<file path="src/common/hex_mul_pkg.sv">
package hex_mul_pkg;

  // operands and product of the signed multiplier
  typedef logic signed [31:0] operand_t;
  typedef logic signed [53:0] product_t;

  // packed word shown on screen: product (sign-extended) | a | b
  typedef logic [127:0] display_t;

  // rgb565 pixel
  typedef logic [15:0] color_t;

  // pixel coordinate on the panel
  typedef logic [7:0] coord_t;

  // lcd streamer states
  typedef enum logic [1:0] {
    st_reset,   // panel held in reset
    st_init,    // fixed start-up commands
    st_pixels   // frame loop
  } lcd_state_t;

  // operand values after reset
  parameter operand_t c_ma_init = 32'sd39127620;
  parameter operand_t c_mb_init = 32'sd35792620;

  // text colours
  parameter color_t c_fg_color = 16'hffff; // white
  parameter color_t c_bg_color = 16'h0000; // black

endpackage

</file>
<file path="src/source/btn_debounce.sv">
`timescale 1ns/10ps

module btn_debounce #(
  parameter int c_debounce_bits = 20
) (
  input  logic       clkm,
  input  logic       reset,
  input  logic [6:0] btn,
  output logic [6:0] rising
);

  logic [6:0] btn_meta;                      // first sync stage
  logic [6:0] btn_sync;                      // second sync stage
  logic [6:0] btn_state;                     // debounced level
  logic [c_debounce_bits-1:0] stable_cnt [7];

  always_ff @(posedge clkm)
  begin
    if (reset)
    begin
      btn_meta  <= '0;
      btn_sync  <= '0;
      btn_state <= '0;
      rising    <= '0;
      for (int i = 0; i < 7; i++)
      begin
        stable_cnt[i] <= '0;
      end
    end
    else
    begin
      btn_meta <= btn;
      btn_sync <= btn_meta;
      for (int i = 0; i < 7; i++)
      begin
        rising[i] <= 1'b0;
        if (btn_sync[i] == btn_state[i])
        begin
          stable_cnt[i] <= '0; // input agrees, start over
        end
        else if (&stable_cnt[i])
        begin
          // level held long enough, take it
          btn_state[i]  <= btn_sync[i];
          stable_cnt[i] <= '0;
          rising[i]     <= btn_sync[i]; // pulse only on 0 -> 1
        end
        else
        begin
          stable_cnt[i] <= stable_cnt[i] + 1'b1;
        end
      end
    end
  end

endmodule

</file>
<file path="src/source/operand_multiplier.sv">
`timescale 1ns/10ps

module operand_multiplier (
  input  logic                  clkm,
  input  logic                  reset,
  input  logic [6:0]            rising,
  output hex_mul_pkg::display_t display,
  output logic [7:0]            product_low
);

  import hex_mul_pkg::*;

  operand_t ma;        // operand a
  operand_t mb;        // operand b
  operand_t ma_s1;
  operand_t mb_s1;
  operand_t ma_s2;     // kept aligned with the product
  operand_t mb_s2;
  product_t product;

  // operand step registers, up wins over down
  always_ff @(posedge clkm)
  begin
    if (reset)
    begin
      ma <= c_ma_init;
      mb <= c_mb_init;
    end
    else
    begin
      if (rising[3])
        ma <= ma + 32'sd1;
      else if (rising[4])
        ma <= ma - 32'sd1;
      if (rising[6])
        mb <= mb + 32'sd1;
      else if (rising[5])
        mb <= mb - 32'sd1;
    end
  end

  // two-stage pipeline, runs every cycle
  always_ff @(posedge clkm)
  begin
    ma_s1   <= ma;
    mb_s1   <= mb;
    product <= product_t'(ma_s1) * product_t'(mb_s1); // sign-extend before multiply
    ma_s2   <= ma_s1;
    mb_s2   <= mb_s1;
  end

  // product on top, then a, then b
  assign display     = {{10{product[53]}}, product, ma_s2, mb_s2};
  assign product_low = product[7:0];

endmodule

</file>
<file path="src/hex_display/hex_decoder.sv">
`timescale 1ns/10ps

module hex_decoder #(
  parameter int c_row_digits = 16
) (
  input  hex_mul_pkg::display_t data,
  input  hex_mul_pkg::coord_t   x,
  input  hex_mul_pkg::coord_t   y,
  output hex_mul_pkg::color_t   color
);

  import hex_mul_pkg::*;

  int          col;        // digit column
  int          sub_x;      // pixel inside the cell, 0 is spacing
  int          row;        // text row
  int          line;       // glyph line inside the cell
  int          nib_idx;    // nibble counted from the msb
  logic [3:0]  nibble;
  logic [34:0] glyph;
  logic [4:0]  glyph_row;

  // 5x7 glyphs, top line first, bit 4 is the leftmost pixel
  function automatic logic [34:0] font_rows(input logic [3:0] n);
    case (n)
      4'h0: font_rows = {5'h0e, 5'h11, 5'h13, 5'h15, 5'h19, 5'h11, 5'h0e};
      4'h1: font_rows = {5'h04, 5'h0c, 5'h04, 5'h04, 5'h04, 5'h04, 5'h0e};
      4'h2: font_rows = {5'h0e, 5'h11, 5'h01, 5'h02, 5'h04, 5'h08, 5'h1f};
      4'h3: font_rows = {5'h1f, 5'h02, 5'h04, 5'h02, 5'h01, 5'h11, 5'h0e};
      4'h4: font_rows = {5'h02, 5'h06, 5'h0a, 5'h12, 5'h1f, 5'h02, 5'h02};
      4'h5: font_rows = {5'h1f, 5'h10, 5'h1e, 5'h01, 5'h01, 5'h11, 5'h0e};
      4'h6: font_rows = {5'h06, 5'h08, 5'h10, 5'h1e, 5'h11, 5'h11, 5'h0e};
      4'h7: font_rows = {5'h1f, 5'h01, 5'h02, 5'h04, 5'h08, 5'h08, 5'h08};
      4'h8: font_rows = {5'h0e, 5'h11, 5'h11, 5'h0e, 5'h11, 5'h11, 5'h0e};
      4'h9: font_rows = {5'h0e, 5'h11, 5'h11, 5'h0f, 5'h01, 5'h02, 5'h0c};
      4'ha: font_rows = {5'h0e, 5'h11, 5'h11, 5'h11, 5'h1f, 5'h11, 5'h11};
      4'hb: font_rows = {5'h1e, 5'h11, 5'h11, 5'h1e, 5'h11, 5'h11, 5'h1e};
      4'hc: font_rows = {5'h0e, 5'h11, 5'h10, 5'h10, 5'h10, 5'h11, 5'h0e};
      4'hd: font_rows = {5'h1c, 5'h12, 5'h11, 5'h11, 5'h11, 5'h12, 5'h1c};
      4'he: font_rows = {5'h1f, 5'h10, 5'h10, 5'h1e, 5'h10, 5'h10, 5'h1f};
      default: font_rows = {5'h1f, 5'h10, 5'h10, 5'h1e, 5'h10, 5'h10, 5'h10};
    endcase
  endfunction

  always_comb
  begin
    col     = int'(x) / 6;
    sub_x   = int'(x) % 6;
    row     = int'(y) / 8;
    line    = int'(y) % 8;
    nib_idx = row * c_row_digits + col;

    // pick the nibble only inside the text area
    if (col < c_row_digits && nib_idx < 32)
      nibble = data[127 - 4 * nib_idx -: 4];
    else
      nibble = 4'h0;

    glyph = font_rows(nibble);
    if (line < 7)
      glyph_row = glyph[34 - 5 * line -: 5];
    else
      glyph_row = 5'h00; // gap below the glyph

    color = c_bg_color;
    if (col < c_row_digits && nib_idx < 32 && sub_x != 0)
    begin
      if (glyph_row[5 - sub_x])
        color = c_fg_color;
    end
  end

endmodule

</file>
<file path="src/lcd/lcd_stream.sv">
`timescale 1ns/10ps

module lcd_stream #(
  parameter int c_width  = 240,
  parameter int c_height = 240
) (
  input  logic                clkm,
  input  logic                reset,
  input  hex_mul_pkg::color_t color,
  output hex_mul_pkg::coord_t x,
  output hex_mul_pkg::coord_t y,
  output logic                next_pixel,
  output logic                spi_clk,
  output logic                spi_mosi,
  output logic                spi_dc,
  output logic                spi_resn,
  output logic                spi_csn
);

  import hex_mul_pkg::*;

  localparam int c_init_len = 15; // entries in the start-up table

  lcd_state_t  state;
  logic [3:0]  hold_cnt;   // cycles after reset with the panel in reset
  logic [3:0]  init_idx;
  logic [4:0]  hc;         // half-bit counter within the current item
  logic [4:0]  last_hc;
  logic [15:0] shreg;      // outgoing bits, msb first
  logic        cur_dc;     // dc level for the current item
  logic        cur_16;     // item is a 16-bit pixel
  logic        need_ram;   // memory-write owed before the next frame
  logic        fetch;

  // {dc, byte}
  function automatic logic [8:0] init_entry(input logic [3:0] idx);
    case (idx)
      4'd0:    init_entry = {1'b0, 8'h11};             // sleep out
      4'd1:    init_entry = {1'b0, 8'h3a};             // colour mode
      4'd2:    init_entry = {1'b1, 8'h55};             // 16 bit/pixel
      4'd3:    init_entry = {1'b0, 8'h29};             // display on
      4'd4:    init_entry = {1'b0, 8'h2a};             // column set
      4'd8:    init_entry = {1'b1, 8'(c_width - 1)};
      4'd9:    init_entry = {1'b0, 8'h2b};             // row set
      4'd13:   init_entry = {1'b1, 8'(c_height - 1)};
      4'd14:   init_entry = {1'b0, 8'h2c};             // memory write
      default: init_entry = {1'b1, 8'h00};             // zero address bytes
    endcase
  endfunction

  assign last_hc    = cur_16 ? 5'd31 : 5'd15;
  assign fetch      = (state == st_reset) ? (hold_cnt == 4'd15) : (hc == last_hc);
  assign next_pixel = (state == st_pixels) && !need_ram && (hc == last_hc);
  assign spi_csn    = 1'b1; // panel has no chip select wired

  always_ff @(posedge clkm)
  begin
    if (reset)
    begin
      state    <= st_reset;
      hold_cnt <= '0;
      init_idx <= '0;
      hc       <= '0;
      need_ram <= 1'b0;
      x        <= '0;
      y        <= '0;
      spi_clk  <= 1'b1; // mode 3 idles high
      spi_mosi <= 1'b0;
      spi_dc   <= 1'b0;
      spi_resn <= 1'b0;
    end
    else
    begin
      if (state == st_reset)
        hold_cnt <= hold_cnt + 1'b1;
      else
      begin
        hc <= hc + 1'b1;
        if (!hc[0])
        begin
          // falling edge, next bit out
          spi_clk  <= 1'b0;
          spi_mosi <= shreg[15];
          shreg    <= {shreg[14:0], 1'b0};
          if (hc == 5'd0)
            spi_dc <= cur_dc;
        end
        else
          spi_clk <= 1'b1; // panel samples here
      end

      if (fetch)
      begin
        hc <= '0;
        if (state == st_pixels)
        begin
          if (need_ram)
          begin
            shreg    <= {8'h2c, 8'h00};
            cur_dc   <= 1'b0;
            cur_16   <= 1'b0;
            need_ram <= 1'b0;
          end
          else
          begin
            shreg  <= color; // colour of the current x, y
            cur_dc <= 1'b1;
            cur_16 <= 1'b1;
            if (x == coord_t'(c_width - 1))
            begin
              x <= '0;
              if (y == coord_t'(c_height - 1))
              begin
                y        <= '0;
                need_ram <= 1'b1; // frame done
              end
              else
                y <= y + 1'b1;
            end
            else
              x <= x + 1'b1;
          end
        end
        else
        begin
          {cur_dc, shreg[15:8]} <= init_entry(init_idx);
          shreg[7:0] <= 8'h00;
          cur_16     <= 1'b0;
          init_idx   <= init_idx + 1'b1;
          spi_resn   <= 1'b1;
          if (init_idx == 4'(c_init_len - 1))
            state <= st_pixels;
          else
            state <= st_init;
        end
      end
    end
  end

endmodule

</file>
<file path="src/source/top_hex_mul.sv">
`timescale 1ns/10ps

module top_hex_mul #(
  parameter int c_debounce_bits = 20,
  parameter int c_width         = 240,
  parameter int c_height        = 240,
  parameter int c_row_digits    = 16
) (
  input  logic       clkm,
  input  logic       reset,
  input  logic [6:0] btn,
  output logic [7:0] led,
  output logic       oled_clk,
  output logic       oled_mosi,
  output logic       oled_dc,
  output logic       oled_resn,
  output logic       oled_csn
);

  import hex_mul_pkg::*;

  logic [6:0] btn_rising;
  display_t   display;
  coord_t     x;
  coord_t     y;
  color_t     color;

  btn_debounce #(
    .c_debounce_bits(c_debounce_bits)
  ) btn_debounce_i (
    .clkm   (clkm),
    .reset  (reset),
    .btn    (btn),
    .rising (btn_rising)
  );

  operand_multiplier operand_multiplier_i (
    .clkm        (clkm),
    .reset       (reset),
    .rising      (btn_rising),
    .display     (display),
    .product_low (led)          // low product byte on the leds
  );

  hex_decoder #(
    .c_row_digits(c_row_digits)
  ) hex_decoder_i (
    .data  (display),
    .x     (x),
    .y     (y),
    .color (color)
  );

  lcd_stream #(
    .c_width  (c_width),
    .c_height (c_height)
  ) lcd_stream_i (
    .clkm       (clkm),
    .reset      (reset),
    .color      (color),
    .x          (x),
    .y          (y),
    .next_pixel (),
    .spi_clk    (oled_clk),
    .spi_mosi   (oled_mosi),
    .spi_dc     (oled_dc),
    .spi_resn   (oled_resn),
    .spi_csn    (oled_csn)
  );

endmodule

</file>
<file path="config.mk">
export PLATFORM = sky130hd
export DESIGN_NAME = top_hex_mul
export DESIGN_NICKNAME = d
export VERILOG_FILES = /design/src/common/hex_mul_pkg.sv /design/src/source/btn_debounce.sv /design/src/source/operand_multiplier.sv /design/src/hex_display/hex_decoder.sv /design/src/lcd/lcd_stream.sv /design/src/source/top_hex_mul.sv
export SDC_FILE = /design/constraint.sdc
export NUM_CORES = 2
export LEC_CHECK = 0
export BUFFER_PORTS_ARGS = -buffer_cell sky130_fd_sc_hd__buf_4
export CAP_MARGIN = 20
export CORE_MARGIN = 3
export CORE_UTILIZATION = 60
export CTS_CLUSTER_SIZE = 28
export DETAILED_ROUTE_END_ITERATION = 8
export GPL_TIMING_DRIVEN = 1
export PLACE_DENSITY = 0.79
export SETUP_SLACK_MARGIN = 0.5
export SLEW_MARGIN = 20
export SYNTH_ARGS = -nofsm -noshare
export SYNTH_HDL_FRONTEND = slang
export SYNTH_HIERARCHICAL = 1
export SYNTH_SLANG_ARGS = --single-unit
</file>
<file path="constraint.sdc">
create_clock -name clkm -period 8.4 [get_ports clkm]
set_clock_uncertainty 0.05 [all_clocks]
set_input_delay 0.84 -clock clkm [delete_from_list [all_inputs] [get_ports clkm]]
set_output_delay 0.84 -clock clkm [all_outputs]
set_load 0.01 [all_outputs]
</file>
# After elaboration in Yosys (flattened, before gate mapping)
# Memories as Yosys holds them, arrays and structs flattened. A register that Yosys moved wholly into a read port is not among the register bits.
# Cells that the tools add are included.
[totals] register_bits=325 latch_bits=0 mem_bits_rw=140 romBits=704 output_inout_bits=13 word_cells=282 mem_count=3
[op_classes] addsub=20 mul=2 div=2 n_lt_le_gt_ge=4 n_eq_ne=15 n_shift=2 mux=129 bitwise_logic=37 reduce_logical=34
[mem_list] memory="(no name shown)" depth=16 width=35 rd=1 rd_ports_with_merged_regs=0 write_ports=0 line_no="hex_decoder.sv:25" source="case (n)"
[mem_list] memory="(no name shown)" depth=16 width=9 rd=1 rd_ports_with_merged_regs=1 write_ports=0 line_no="lcd_stream.sv:37" source="case (idx)"
[mem_list] memory="btn_debounce_i.stable_cnt" depth=7 width=20 rd=7 rd_ports_with_merged_regs=0 write_ports=7 line_no="btn_debounce.sv:15" source="logic [c_debounce_bits-1:0] stable_cnt [7];"
[ops] op="$mux 20" count=21
[ops] op="$reduce_and 21->1" count=7
[ops] op="$add 20x1->20 const B" count=7
[ops] op="$reduce_and 20->1" count=7
[ops] op="$shiftx 131x32->4" count=1
[ops] op="$mux 32" count=4
[ops] op="$mux 16" count=7
[ops] op="$mux 1" count=88
[ops] op="$add 32x2->32 const B" count=2
[ops] op="$sub 32x2->32 const B" count=2
[ops] op="$mul 32x32->54" count=1
[ops] op="$shiftx 39x32->5" count=1
[ops] op="$add 10x32->32" count=1
[ops] op="$div 9x4->32 const B" count=1
[ops] op="$lt 32x5->1 const B" count=1
[ops] op="$lt 32x6->1 const B" count=1
[ops] op="$lt 32x7->1 const B" count=1
[ops] op="$mod 9x4->32 const B" count=1
[ops] op="$reduce_bool 32->1" count=1
[ops] op="$sub 4x32->32 const A" count=1
[ops] op="$sub 7x32->32 const A" count=1
[ops] op="$sub 8x32->32 const A" count=1
[ops] op="$or 1x1->1" count=21
[ops] op="$add 8x1->8 const B" count=2
[ops] op="26 further kinds" count=64

# Longest topological paths before layout
# An unclocked memory read counts as a cell.
[depth] word_depth=16 depth_mapped=36 mapped_depth_nobuf=32

# Hierarchy
# Netlist, hierarchy kept.
[modules_own_cells] module="operand_multiplier" n_inst=1 cells_each=4492 area_per_inst_um2=41835.1
[modules_own_cells] module="btn_debounce" n_inst=1 cells_each=819 area_per_inst_um2=8639.5
[modules_own_cells] module="hex_decoder" n_inst=1 cells_each=679 area_per_inst_um2=4625.7
[modules_own_cells] module="lcd_stream" n_inst=1 cells_each=319 area_per_inst_um2=3050.4

# Worst setup path before layout
# OpenSTA, ideal clock, no wires.
[synth_timing] kind="register -> register" start="reg operand_multiplier_i.mb_s1[3]" end="reg operand_multiplier_i.product[51]" setup_time_ps=72 arrival_time_ps=7509 t_required_ps=8278 path_slack_ps=769 stages_incl_launch_ff=27 n_path_buf=1 synth_period_minus_slack_ps=7631 path_cell_list="dfxtp_1 clkbuf_1 and2_1 fa_1 inv_1 fa_1 inv_1 fa_1 inv_1 fa_1 inv_1 fa_1 fa_1 fa_1 inv_1 fa_1 inv_1 ha_1 a21oi_1 o21bai_1 a21o_1 a211oi_1 nand3_2 a221oi_2 o41ai_2 a21oi_1 xnor2_1"
[synth_via] elab_chain_len=1
[synth_lines] element="from (decl)" line_no="operand_multiplier.sv:16" source="operand_t mb_s1;"
[synth_lines] element="from (signal assigned)" line_no="operand_multiplier.sv:46" source="mb_s1 <= mb;"
[synth_lines] element="$mul 32x32->54" line_no="operand_multiplier.sv:47" source="product <= product_t'(ma_s1) * product_t'(mb_s1);"
[synth_lines] element="to (signal assigned)" line_no="operand_multiplier.sv:47"
[synth_lines] element="to (decl)" line_no="operand_multiplier.sv:19" source="product_t product;"
# Every way passes these cells.
# A chain may end at the register's enable or synchronous reset.

# Worst setup path in the final report
[layout_timing] start="reg operand_multiplier_i.ma_s1[10]" end="reg operand_multiplier_i.product[47]"
[layout_via] elab_chain_len=1
[layout_lines] element="from (decl)" line_no="operand_multiplier.sv:15" source="operand_t ma_s1;"
[layout_lines] element="from (signal assigned)" line_no="operand_multiplier.sv:45" source="ma_s1 <= ma;"
[layout_lines] element="$mul 32x32->54" line_no="operand_multiplier.sv:47"
# Every way passes these cells.

==> results.yml <==
layout:
  finish.net_count: 7180
  multi_input_area_um2: 40200
  fill_cells: 7072
  layout-drive-gt1-share_pct: 7.23
  synthToLayoutAreaGrowth_pct: 7.12
  seq_area_um2: 9180
  design_area_um2: 58400
placement:
  dp_hpwl_um: 107000
  gp_congestion: 0.927
  postPlaceCellArea_um2: 56200
  port-buffer-count: 17
worst_setup_path:
  cp-endpoint: "operand_multiplier_i/product[47]$_DFF_P_"
  critical_path_peak_fanout: 15
  end_kind: "register"
  start_kind: "register"
  crit_type: "register to register"
  setup.worst_path.start: "operand_multiplier_i/ma_s1[10]$_DFF_P_"
  cp_cell_sequence: "buf_4, nand2_1, fa_1, fa_1, inv_1, fa_1, fa_1, fa_1, fa_1, fa_1, inv_1, fa_1, inv_1, ha_1, a21o_1, a21o_1, a21oi_1, nor2_1, a311oi_4, nand3_4, a221oi_4, buf_4, o21bai_1, xor2_1"
  crit_slowest_cell: "fa_1"
  r2r_setup_slack_ps: 710
  cp_slowest_stage_delay_ps: 540
  cp.arrival_ps: 8130
  cp_common_cell: "fa_1"
  cp.required_ps: 8840
  rr_startpoint: "operand_multiplier_i/ma_s1[10]$_DFF_P_"
  r2r_end: "operand_multiplier_i/product[47]$_DFF_P_"
  r2r_cells: 24
floorplanning:
  fp.dieH_um: 307
  fp.coreArea_um2: 89200
  initial_core_util_pct: 61.1
  die_w_um: 307
  dieArea_um2: 94500
  io_pins: 22
  row_count: 109
run:
  maxCapViolations: 0
route:
  wl_per_cell_um: 19.4
  drc: 0
  drt_iter0_drc: 3305
  viasPerCell: 5.78
  num_vias: 41337
  postRouteWirelength_um: 139000
  first_pass_iters: 7
  drtAntennaViolNets: 0
timing:
  hold_viol_final: 0
  finalSetupTns_ps: 0
  fmax_mhz: 130
  finalCritPeriodShare_pct: 91.6
  holdWs_ps: 304
  setup_viol: 0
  rsz0062_at_grt: "no"
  slew_viol_final: 0
  slew_headroom_pct: 25.4
  period_needed_ps: 7690
  worstMarginPinSlew_ps: 1110
worst_hold_path:
  hp-class: "register to register"
  hold_depth: 0
outcome:
  status: "completed"
logic_synthesis:
  yosysWarnings: 6
  syn_inst: 5964
  syn_avg_cell_area_um2: 9.14
  syn_area_um2: 54500
clocking:
  path_clk_slew_ps: 60
  cts_root_buffer: "clkbuf_16"
  tritoncts: "done"
  h-tree-depth: 2
  cts.path.max_buffers: 3
  clkSinkCount: 404
  cts_inserted_buffers: 47
  worstSkewPairLatency_ps: 620
grt:
  grt_use_total_pct: 30.0
  grt_pass1_wl_um: 226000
  antenna_found_initial: 2
  overflow: 0
  grt_pass1_vias: 43323
  grt_max_degree: 60
pwr:
  p_leak_nw: 27.2
  vdd_drop_max_mv: 0.173
  p_per_area_nw_per_um2: 72.6
layout make-up:
class / instances / area share [%]
clock inverters: 26 / 0.557
multi-input cells: 4194 / 68.9
well taps: 1165 / 2.50
inverters: 1116 / 7.18
repair buffers: 185 / 2.85
clock buffers: 61 / 2.28
flip-flops and latches: 404 / 15.7
diodes: 1 / 0.00429
how the worst min path moves through the flow:
stage,start,to,slack [ps]
finish,operand_multiplier_i/mb[31]$_SDFFE_PP0P_,operand_multiplier_i/mb_s1[31]$_DFF_P_,300
CTS,operand_multiplier_i/mb[31]$_SDFFE_PP0P_,operand_multiplier_i/mb_s1[31]$_DFF_P_,310
global route,operand_multiplier_i/ma[6]$_SDFFE_PP1P_,operand_multiplier_i/ma_s1[6]$_DFF_P_,320
floorplan,operand_multiplier_i/ma_s1[26]$_DFF_P_,operand_multiplier_i/ma_s2[26]$_DFF_P_,280
global placement,operand_multiplier_i/mb[31]$_SDFFE_PP0P_,operand_multiplier_i/mb_s1[31]$_DFF_P_,310
detailed placement,operand_multiplier_i/mb[31]$_SDFFE_PP0P_,operand_multiplier_i/mb_s1[31]$_DFF_P_,310
flip-flops by register name, indices dropped and copies added, names as in the netlist, 5 cells and up, named ones only:
signal	count
btn_debounce_i/stable_cnt	80
lcd_stream_i/hc	5
lcd_stream_i/shreg	16
lcd_stream_i/x	8
lcd_stream_i/y	8
operand_multiplier_i/ma	32
operand_multiplier_i/ma_s1	32
operand_multiplier_i/ma_s2	32
operand_multiplier_i/mb	32
operand_multiplier_i/mb_s1	32
operand_multiplier_i/mb_s2	32
operand_multiplier_i/product	54
stage by stage:
step | cells | worst slack [ps] | total power [mW] | utilization, %
after floorplan | 6043 | 769 | 2.11 | -
after global placement | 7057 | 331 | 2.12 | 63.0
after detailed placement | 7057 | 252 | 2.12 | 63.1
after CTS | 7144 | 480 | 4.28 | 65.0
after global routing | 7151 | 475 | 4.36 | 65.4
final | 7152 | 709 | 4.24 | 65.4
per-layer routing:
metal	vias up	global-route usage, %	wire length (µm)
met5	-	0	0
met4	0	10.5	5430
met3	391	6.83	12500
met2	1795	50.0	66800
met1	20616	38.9	53900
li1	18535	-	-
critical path: cells and delay by family (launching register included):
| family | cells | cell delay, ps |
|---|---|---|
| AOI/OAI and AO/OA | 6 | 1360 |
| xor gates and xnor gates | 1 | 140 |
| adders and majority gates | 9 | 4490 |
| buffers and inverters | 5 | 610 |
| DFF | 1 | 480 |
| and+or+nand+nor | 3 | 420 |
what timing repair did:
action,CTS,global route
buffers inserted,0,6
cloned,0,1
setup endpoints to repair,11,17
gates resized for setup,25,107
pin swaps,0,8
hold buffers,0,0
endpoints found under the hold margin,0,0
where the power goes:
| part | switching, mW | internal, mW | leakage (nW) | total (mW) |
|---|---|---|---|---|
| Sequential | 0.0202 | 2.00 | 3.47 | 2.02 |
| Combinational | 0.0364 | 0.0183 | 22.9 | 0.0548 |
| Clock | 0.895 | 1.27 | 0.806 | 2.16 |
| Total | 0.951 | 3.29 | 27.2 | 4.24 |
placed cells by master (no fill, tap or decap), drive strengths merged, types with 45 or more instances in the layout:
cell type and n:
buf 184, nor2 237, xor2 62, nand3 83, xnor2 151, mux2i 69, dfxtp 306, o21ai 122
nor2b 45, nor3 66, fa 955, a21oi 183, and2 542, nand4 65, a21o 46, nand2 676
clkbuf 62, edfxtp 98, conb 81, ha 268, inv 1125
Power figures use the tool's default switching activity.
